<file path="src/rtl/uncorePkg.sv">
package uncorePkg;

  ////////////////////////////////////////////////////
  // bus widths and transfer encodings
  ////////////////////////////////////////////////////

  localparam int XLen = 32;

  // only nonsequential single transfers are served
  localparam logic [1:0] TransNonSeq = 2'b10;

  // hSize encodings up to the bus width
  localparam logic [2:0] SizeByte = 3'd0;
  localparam logic [2:0] SizeHalf = 3'd1;
  localparam logic [2:0] SizeWord = 3'd2;

  // address phase as seen by decoder and slaves
  typedef struct packed {
    logic [31:0] addr;
    logic        write;
    logic [2:0]  size;
    logic [1:0]  trans;
    // bus hReady, fed back from the response mux
    logic        ready;
  } ahbAdrT;

  // per-slave data-phase response
  typedef struct packed {
    logic [XLen-1:0] rData;
    logic            ready;
    logic            resp;
  } ahbRspT;

  // one bit per region, none catches unmapped or illegal accesses
  typedef struct packed {
    logic none;
    logic ext;
    logic ram;
    logic clint;
    logic gpio;
  } selVecT;

  // select value for an idle or reset data phase
  localparam selVecT SelNone = '{none: 1'b1, ext: 1'b0, ram: 1'b0, clint: 1'b0, gpio: 1'b0};

  ////////////////////////////////////////////////////
  // memory map
  ////////////////////////////////////////////////////

  localparam logic [31:0] RamBase   = 32'h8000_0000;
  localparam logic [31:0] RamRange  = 32'h0000_0FFF;
  localparam logic [31:0] ClintBase = 32'h0200_0000;
  localparam logic [31:0] ClintRange = 32'h0000_FFFF;
  localparam logic [31:0] GpioBase  = 32'h1006_0000;
  localparam logic [31:0] GpioRange = 32'h0000_00FF;
  localparam logic [31:0] ExtBase   = 32'h9000_0000;
  localparam logic [31:0] ExtRange  = 32'h0FFF_FFFF;

  localparam int RamWords = 1024;

  // clint register offsets
  localparam logic [15:0] MsipOff       = 16'h0000;
  localparam logic [15:0] MTimeCmpOff   = 16'h4000;
  localparam logic [15:0] MTimeCmpHiOff = 16'h4004;
  localparam logic [15:0] MTimeOff      = 16'hBFF8;
  localparam logic [15:0] MTimeHiOff    = 16'hBFFC;

  // gpio register offsets
  localparam logic [7:0] InputValOff  = 8'h00;
  localparam logic [7:0] InputEnOff   = 8'h04;
  localparam logic [7:0] OutputEnOff  = 8'h08;
  localparam logic [7:0] OutputValOff = 8'h0C;
  localparam logic [7:0] RiseIeOff    = 8'h18;
  localparam logic [7:0] RiseIpOff    = 8'h1C;

endpackage

</file>
<file path="src/rtl/ahbRespMux.sv">
`timescale 1ns/1ns

module ahbRespMux import uncorePkg::*; (
  input  logic   HCLK,
  input  logic   arstN,
  input  selVecT sel,
  input  ahbRspT rspRam,
  input  ahbRspT rspClint,
  input  ahbRspT rspGpio,
  input  ahbRspT rspExt,
  output ahbRspT rsp
);

  selVecT dSel;

  ////////////////////////////////////////////////////
  // data-phase select
  ////////////////////////////////////////////////////

  // loaded on every accepted address phase
  // an idle slot maps to none so the next data phase completes at once
  always_ff @(posedge HCLK or negedge arstN) begin
    if (!arstN) begin
      dSel <= SelNone;
    end else if (rsp.ready) begin
      dSel <= (sel == '0) ? SelNone : sel;
    end
  end

  ////////////////////////////////////////////////////
  // and-or response mux
  ////////////////////////////////////////////////////

  always_comb begin
    // none returns zero data, so it adds no term here
    rsp.rData = ({XLen{dSel.ram}}   & rspRam.rData)   |
                ({XLen{dSel.clint}} & rspClint.rData) |
                ({XLen{dSel.gpio}}  & rspGpio.rData)  |
                ({XLen{dSel.ext}}   & rspExt.rData);
    // none is always ready, keeps the bus from hanging
    rsp.ready = dSel.none |
                (dSel.ram & rspRam.ready) |
                (dSel.clint & rspClint.ready) |
                (dSel.gpio & rspGpio.ready) |
                (dSel.ext & rspExt.ready);
    rsp.resp  = (dSel.ram & rspRam.resp) |
                (dSel.clint & rspClint.resp) |
                (dSel.gpio & rspGpio.resp) |
                (dSel.ext & rspExt.resp);
  end

  // decoder and idle mapping together must leave exactly one owner
  assert property (@(posedge HCLK) disable iff (!arstN) $onehot(dSel));

endmodule

</file>
<file path="config.mk">
export PLATFORM = sky130hd
export DESIGN_NAME = ahbRespMux
export DESIGN_NICKNAME = d
export VERILOG_FILES = /design/src/rtl/uncorePkg.sv /design/src/rtl/ahbRespMux.sv
export SDC_FILE = /design/constraint.sdc
export NUM_CORES = 1
export LEC_CHECK = 0
export BUFFER_PORTS_ARGS = -buffer_cell sky130_fd_sc_hd__buf_4
export CORE_AREA = 2 2 68 70
export CTS_BUF_LIST = sky130_fd_sc_hd__clkbuf_8
export DETAILED_ROUTE_END_ITERATION = 8
export DIE_AREA = 0 0 70 72
export PLACE_DENSITY = 0.83
export SYNTH_ARGS = -nofsm -noshare
export SYNTH_HDL_FRONTEND = slang
export SYNTH_SLANG_ARGS = --single-unit
</file>
<file path="constraint.sdc">
create_clock -name HCLK -period 2.9 [get_ports HCLK]
set_clock_uncertainty 0.2 [all_clocks]
set_input_delay 0.58 -clock HCLK [delete_from_list [all_inputs] [get_ports HCLK]]
set_output_delay 0.58 -clock HCLK [all_outputs]
set_load 0.1 [all_outputs]
</file>
Word-level counts from Yosys, hierarchy flattened
Cells that the tools add are included.
- input port bits: 143
- output and inout bits: 34
- register bits: 5
- logic and storage cells: 29
- reductions and logical operators: 1
- bitwise gates (word level): 22
- multiplexer cells: 1
- operators by type and width (operator ; count):
    32-bit AND ; 4
    32-bit OR ; 3
    1-bit AND ; 8
    1-bit OR ; 7
    5-bit zero test ; 1
    5-bit 2-to-1 mux ; 1

Logic depth before layout (Yosys ltp)
Gate-level depths: netlist of run 1.
- depth in word-level cells: 5
- depth in mapped cells: 4
- gate-level depth less buffers: 3

Least setup slack after synthesis of run 1
OpenSTA, ideal clock, no wires.
- kind: register -> output
- from: reg dSel[1] in the netlist's numbering
- to: out rsp[31] in the netlist's numbering
- required time: 2.120 ns
- data arrival time: 1.515 ns
- path buffers: 2
- stages on the path, launching flop included: 5
- setup slack: 0.605 ns
- path through: dfrtp_1 -> buf_2 -> buf_1 -> a22oi_1 -> nand2_1
- RTL lines (element ; line ; text):
    start, declared ; ahbRespMux.sv:14 ; selVecT dSel;
    start signal, assigned ; ahbRespMux.sv:24 ; dSel <= SelNone;
    start signal, assigned ; ahbRespMux.sv:26 ; dSel <= (sel == '0) ? SelNone : sel;
    end, declared ; ahbRespMux.sv:11 ; output ahbRspT rsp

==> impl_metrics.toml, run 1 <==
[grt]
track_usage_pct = 18.2
grt_pass1_vias = 1940
antenna_found_initial = 0
grt_max_degree = 36
grt_overflow = 0
grt_pass1_wl_um = 7780

[floorplanning]
die-area_mm2 = 0.00504
fp.dieH_um = 72
num_rows = 24
die_x_um = 70
pin_count = 177
start_util_pct = 22.7
coreArea_mm2 = 0.00426

[cells_and_area]
fin_cells = 356
final_cell_mix = "buf_4, a22oi_1, nand2_1"
top_regs = "dSel (5)"
n_antenna_cell = 0
regMostFlops = "dSel"
largest_reg_flops = 5
layout-drive-gt1-share_pct = 63.2
mostFrequentLayoutCell = "buf_4"
area_growth_pct = 145
nets = 448

[clocking]
cts.htree.levels = 1
cts_resized = 0
post_cts_buffers = 0
cts.sinks = 5
cts_tree = "yes"
insertion_delay_ps = 220
clkTransAtPathRegs_ps = 30
clockRootBuffer = "clkbuf_8"
clock_path_buffers = 2
cts_buffers = 3

[detailed_routing]
initialDrtViolationCount = 54
wl_per_cell_um = 13.8
routed_wl_um = 4930
via_per_inst = 5.06
first_pass_iters = 4
vias = 1803
drc_errors = 0
ant_nets = 0

[logic_synthesis]
synth_nets = 276
syn_inst = 133
syn_area_per_cell_um2 = 7.27
synth_area_leader_cell = "a22oi_1"
synth_seq_cells = 5
synth_top_area_share_pct = 51.2
ys_types = 17
netlist_area_um2 = 967
yosysWarnings = 0
synth.area.top_cells = "a22oi_1, nand2_1, dfrtp_1"
ys_seq_area_share_pct = 13.1

[setup_path]
critPathCaptureType = "primary output"
cp_max_fo = 35
startpoint_type = "flip-flop"
crit_type = "flip-flop to primary output"
cp.arrival_ps = 1490
required_ps = 2120

[sta]
whs_ps = 401
worst_pin_slew_ps = 395
final.setup.tns_ps = 0
max-slew-margin-rel_pct = 73.7
hold_violations = 0
finalCriticalPeriod_ps = 2270
slew_violations = 0
post-route-period-util_pct = 78.3
rsz0062_at_grt = "false"
fmax_ghz = 0.440
final-setup-viol-count = 0

[pwr]
powerDensity_mw_per_mm2 = 531
total_power_mw = 1.26
p_leak_nw = 1.28
ir_drop_mv = 0.261

[placed_design]
io_buffers = 176
dp_cells = 351
routabilityCongestion = 0.723
dp_hpwl_um = 3840

[job]
maxCapViolations = 0

[worst_hold_path]
min_path_type = "input pin to flip-flop"

[outcome]
run_status = "complete, no violations"
## power breakdown
part	internal (mW)	total (mW)	switching [mW]
Clock	0.0904	0.121	0.0310
Sequential	0.0801	0.0838	0.00366
Combinational	0.312	1.06	0.744
## worst max-delay path: stages, from the launching register on
cell	delay [ps]
dfrtp_1	310
buf_4	350
a22oi_4	160
nand3_4	140
buf_4	300
## path summary, 6_finish.rpt
kind,depth (start not counted),startpoint,endpoint,slack (ps)
max in group asynchronous,2,arstN,dSel[4]$_DFFE_PN1P_,1800
worst min register to register,2,dSel[4]$_DFFE_PN1P_,dSel[2]$_DFFE_PN0P_,490
worst max register to register,4,dSel[0]$_DFFE_PN0P_,dSel[1]$_DFFE_PN0P_,1260
worst min-delay path,2,sel[4],dSel[4]$_DFFE_PN1P_,400
worst max-delay path,4,dSel[0]$_DFFE_PN0P_,rsp[1],630
min in group asynchronous,2,arstN,dSel[0]$_DFFE_PN0P_,510
## kinds of logic after synthesis
group                  Yosys count  synth area share (%)
buffers and inverters           18                  9.06
AO/OA/AOI/OAI                   70                  56.8
flip-flops                       5                  13.1
AND/OR/NAND/NOR                 37                  16.4
multiplexers                     3                  4.66
## timing repair
action | in CTS | in global routing
endpoints found under the setup margin | 0 | 0
endpoints found under the hold margin | 4 | 0
hold buffers | 1 | 0
## layout make-up
class                      instances  area [um^2]
clock inverter                     1         3.75
tap                               52         65.1
inverter                           2         7.51
clock buffer                       3         41.3
timing repair buffer             183         1380
sequential                         5          126
multi-input combinational        110          753
fill                             410         1890
## per-stage QoR
stage | worst slack (ps) | area (um^2) | util, %
after floorplan | 605 | 967 | -
final | 628 | 2370 | 55.7
after global routing | 555 | 2370 | 55.7
after detailed placement | 801 | 2320 | 54.4
after global placement | 810 | 2320 | 54.4
after CTS | 617 | 2370 | 55.7
## cells in the mapped netlist, drive strengths merged
| cell type | count |
|---|---|
| a21oi | 1 |
| nand3 | 1 |
| nor4 | 1 |
| inv | 2 |
| clkbuf | 7 |
| a22oi | 67 |
| mux2 | 3 |
| dfrtp | 4 |
| a32oi | 1 |
| dfstp | 1 |
| nand2 | 34 |
| nand3b | 1 |
| buf | 9 |
| o21a | 1 |
## per-layer routing
metal	part of all wire, %	GRT usage (%)
met2	52	36.0
met1	35	18.4
met5	0	0
met4	2.2	8.12
met3	11	3.61
No activity file was read; power rests on OpenSTA's default activity.
==> run 2, diff against run 1 <==
- CORE_AREA: 2 2 68 70 -> 2 2 69 71
- DIE_AREA: 0 0 70 72 -> 0 0 71 73
- PLACE_DENSITY: 0.83 -> 0.81
- clock period: 2.9 -> 2.3 ns (I/O delays scaled with it)
==> impl_metrics.toml, run 2 (synthesis gave the netlist of run 1 again) <==
[outcome]
run_status = "complete, no violations"

[setup_path]
cpPeakStageDelay_ps = 490
critPathCaptureType = "primary output"
startpoint_type = "flip-flop"
cp_max_fo = 18
critPathMostFrequentCell = "buf_4"
cp_slowest_cell = "dfrtp_1"
required_ps = 1640
crit_type = "flip-flop to primary output"
cp.arrival_ps = 1510
crit_chain = "buf_4 -> a22oi_1 -> nand2_1 -> buf_4"

[floorplanning]
start_util_pct = 21.3
num_rows = 25
coreArea_mm2 = 0.00454
die_x_um = 71
pin_count = 177
die-area_mm2 = 0.00518
fp.dieH_um = 73

[clocking]
cts_tree = "yes"
cts_buffers = 3
clock_path_buffers = 2
post_cts_buffers = 0
cts.htree.levels = 1
cts.sinks = 5
clockRootBuffer = "clkbuf_8"
clkTransAtPathRegs_ps = 30
insertion_delay_ps = 210

[cells_and_area]
nFillCells = 444
nets = 449
layout-drive-gt1-share_pct = 63.3
n_antenna_cell = 0
mostFrequentLayoutCell = "buf_4"
largest_reg_flops = 5
regMostFlops = "dSel"
multi_input_area_um2 = 753
fin_area_mm2 = 0.00240
regArea_um2 = 126
top_regs = "dSel (5)"
area_growth_pct = 148
final_cell_mix = "buf_4, a22oi_1, nand2_1"

[pwr]
powerDensity_mw_per_mm2 = 671
p_comb_share_pct = 83.6
pwr-share-clk_pct = 9.4
switching_share_pct = 61.5
p_sw_uw = 990
p_leak_nw = 1.29
ir_drop_mv = 0.430
total_power_mw = 1.61
seq_power_share_pct = 7.0
p_int_uw = 618

[detailed_routing]
initialDrtViolationCount = 54
via_per_inst = 5.06
drc_errors = 0
wl_per_cell_um = 15.1
first_pass_iters = 4
vias = 1817
routed_wl_um = 5430
ant_nets = 0

[sta]
finalCriticalPeriod_ps = 2170
fmax_ghz = 0.461
slew_violations = 0
hold_violations = 0
post-route-period-util_pct = 94.3
max-slew-margin-rel_pct = 80.5
rsz0062_at_grt = "false"
worst_pin_slew_ps = 292
final-setup-viol-count = 0
final.setup.tns_ps = 0

[grt]
grt_pass1_wl_um = 7390
grt_overflow = 0
antenna_found_initial = 0
grt_max_degree = 36
track_usage_pct = 17.8
grt_pass1_vias = 1649

[job]
maxCapViolations = 0

[placed_design]
io_buffers = 176
routabilityCongestion = 0.904
dp_hpwl_um = 4570
placed_area_mm2 = 0.00234

[worst_hold_path]
min_path_type = "input pin to flip-flop"
run 2: changes by cell type in the layout (fill, tap and decap cells not counted):
cell    previous run  this run
buf_12             0         1
run 2: per-stage QoR:
step | utilization (%) | std cells | worst slack [ps] | hold slack, ps
floorplan | - | 133 | 125 | -35.6
global placement | 51.6 | 354 | 367 | 60.6
detailed placement | 51.6 | 354 | 342 | 63.9
CTS | 52.8 | 359 | 106 | 268
global route | 52.8 | 359 | 28.4 | 283
finish | 52.8 | 359 | 130 | 273
run 2: path summary, 6_finish.rpt:
check	startpoint	to	slack, ps	cells after the start
worst max register to register	dSel[3]$_DFFE_PN0P_	dSel[1]$_DFFE_PN0P_	730	4
min in group asynchronous	arstN	dSel[2]$_DFFE_PN0P_	400	2
worst min-delay path	sel[4]	dSel[4]$_DFFE_PN1P_	270	2
worst min register to register	dSel[4]$_DFFE_PN1P_	dSel[2]$_DFFE_PN0P_	520	2
worst max-delay path	dSel[0]$_DFFE_PN0P_	rsp[11]	130	4
max in group asynchronous	arstN	dSel[4]$_DFFE_PN1P_	1310	2
run 2: final cells by class:
cell class                      count  share of cell area (%)
Clock inverter                      1                   0.157
Timing Repair Buffer              184                    58.3
Multi-Input combinational cell    110                    31.4
Inverter                            2                   0.313
Tap cell                           54                    2.82
Clock buffer                        3                    1.72
Sequential cell                     5                    5.27
run 2: routing by layer:
layer | global-route usage [%] | vias up | part of all wire (%)
li1 | - | 872 | -
met1 | 19.0 | 819 | 35
met2 | 35.6 | 120 | 54
met3 | 3.59 | 6 | 9.1
met4 | 4.19 | 0 | 1.2
met5 | 0 | - | 0
run 2: timing repair:
action	CTS	global route
hold buffers	1	0
resized for setup	0	0
hold endpoints to repair	4	0
setup endpoints to repair	0	0
run 2: critical path: cells and delay by family, from the launching register on:
family	cells	cell delay (ps)
AO/OA/AOI/OAI	1	110
buffers and inverters	2	580
flip-flops	1	490
AND/OR/NAND/NOR	1	100
run 2: power by group through the flow:
stage | Clock (mW) | Sequential (mW) | Combinational (mW)
floorplan | 0 | 0.106 | 0.951
global placement | 0 | 0.113 | 1.34
detailed placement | 0 | 0.114 | 1.35
CTS | 0.155 | 0.113 | 1.35
global route | 0.163 | 0.115 | 1.40
finish | 0.151 | 0.113 | 1.34
==> run 3, diff against run 2 <==
--- a/constraint.sdc
+++ b/constraint.sdc
@@ -3,3 +3,3 @@
 set_input_delay 0.46 -clock HCLK [delete_from_list [all_inputs] [get_ports HCLK]]
 set_output_delay 0.46 -clock HCLK [all_outputs]
-set_load 0.1 [all_outputs]
+set_load 0.005 [all_outputs]
==> impl_metrics.toml, run 3 (synthesis gave the netlist of run 1 again) <==
[outcome]
run_status = "complete, no violations"

[clocking]
clock_path_buffers = 2
post_cts_buffers = 0
clkTransAtPathRegs_ps = 40
cts.sinks = 5
cts_buffers = 3
cts_tree = "yes"
cts_hold_buffers = 1
cts_resized = 0
insertion_delay_ps = 220
clockRootBuffer = "clkbuf_8"
cts.htree.levels = 1

[pwr]
total_power_uw = 920
p_sw_uw = 320
p_int_uw = 600
ir_drop_mv = 0.205
powerDensity_mw_per_mm2 = 387
pwr-share-clk_pct = 16.9
seq_power_share_pct = 11.9
p_leak_nw = 1.28
p_comb_share_pct = 71.2
switching_share_pct = 34.8

[floorplanning]
pin_count = 177
coreArea_mm2 = 0.00454
die_x_um = 71
fp.dieH_um = 73
num_rows = 25
start_util_pct = 21.3
die-area_mm2 = 0.00518

[sta]
setup_ws_ps = 237
whs_ps = 265
fmax_ghz = 0.485
final-setup-viol-count = 0
slew_violations = 0
final.setup.tns_ps = 0
worst_pin_slew_ps = 366
post-route-period-util_pct = 89.7
rsz0062_at_grt = "false"
max-slew-margin-rel_pct = 75.6
finalCriticalPeriod_ps = 2060
hold_violations = 0

[detailed_routing]
first_pass_iters = 4
drc_errors = 0
initialDrtViolationCount = 59
via_per_inst = 5.05
routed_wl_um = 5310
ant_nets = 0
wl_per_cell_um = 14.8
vias = 1807

[cells_and_area]
utilization_pct = 52.4
layout-drive-gt1-share_pct = 63.2
fin_area_mm2 = 0.00238
regMostFlops = "dSel"
top_regs = "dSel (5)"
fin_cells = 358
mostFrequentLayoutCell = "buf_4"
area_growth_pct = 146
n_antenna_cell = 0
largest_reg_flops = 5
nFillCells = 438
nets = 448
final_cell_mix = "buf_4, a22oi_1, nand2_1"

[setup_path]
crit_chain = "buf_4 -> a22oi_4 -> nand3_4 -> buf_4"
timing.rr.end = "dSel[0]$_DFFE_PN0P_"
startpoint_type = "flip-flop"
cp_max_fo = 13
ff2ff_path_depth = 4
rrSetupSlack_ps = 640
cp_top_family = "flip-flops"
critPathCaptureType = "primary output"
critPathMostFrequentCell = "buf_4"
cpPeakStageDelay_ps = 440
worst-path-buf-inv = 2
required_ps = 1640
cp.arrival_ps = 1400
reg2reg_from = "dSel[3]$_DFFE_PN0P_"
cp_slowest_cell = "dfrtp_1"
crit_type = "flip-flop to primary output"

[placed_design]
placed_area_mm2 = 0.00232
dp_slack_ps = 473
dp_cells = 353
routabilityCongestion = 0.865
dp_hpwl_um = 4400
io_buffers = 176

[grt]
grt_pass1_vias = 1665
grt_overflow = 0
antenna_found_initial = 0
grt_pass1_wl_um = 7690
grt_max_degree = 36
track_usage_pct = 18.2

[job]
maxCapViolations = 0

[worst_hold_path]
min_path_cells = 2
min_to = "dSel[4]$_DFFE_PN1P_"
min_path_type = "input pin to flip-flop"
hold_start = "sel[4]"
-- run 3: cell types whose count changed in the layout (fill, tap and decap cells not counted) --
cell,delta
buf_12,-1
-- run 3: how the worst max path moves through the flow --
stage | startpoint | to | slack [ps] | depth (start not counted)
2_1_floorplan | dSel[1]$_DFFE_PN0P_ | rsp[31] | 710 | 4
3_3_place_gp | dSel[0]$_DFFE_PN0P_ | rsp[1] | 520 | 4
3_5_place_dp | dSel[0]$_DFFE_PN0P_ | rsp[1] | 470 | 4
4_1_cts | dSel[3]$_DFFE_PN0P_ | rsp[1] | 240 | 4
5_1_grt | dSel[3]$_DFFE_PN0P_ | rsp[1] | 160 | 4
6_report | dSel[3]$_DFFE_PN0P_ | rsp[1] | 240 | 4
-- run 3: routing by layer --
metal  vias up  GRT usage [%]  wire (um)
li1        869              -          -
met1       818           20.1       1850
met2       118           35.2       2850
met3         2           4.28        576
met4         0           3.77         40
met5         -              0          0
-- run 3: worst reg2reg max path, stage by stage (launching register included) --
cell and delay (ps):
dfrtp_1 440, buf_4 220, a22oi_4 220, nand3_4 140, mux2_4 320
-- run 3: area by class of cell --
cell class              instances  area, um^2  share of cell area (%)
repair buffers                183        1380                    57.9
well taps                      54        67.6                    2.84
clock buffers                   3        41.3                    1.74
inverters                       2        7.51                   0.316
flip-flops and latches          5         126                    5.32
multi-input cells             110         753                    31.7
clock inverters                 1        3.75                   0.158
-- run 3: power groups by stage --
| stage | sequential, mW | clock [mW] | combinational (mW) |
|---|---|---|---|
| floorplan | 0.106 | 0 | 0.282 |
| global placement | 0.109 | 0 | 0.648 |
| detailed placement | 0.110 | 0 | 0.656 |
| CTS | 0.110 | 0.159 | 0.660 |
| global route | 0.111 | 0.167 | 0.716 |
| finish | 0.109 | 0.156 | 0.655 |
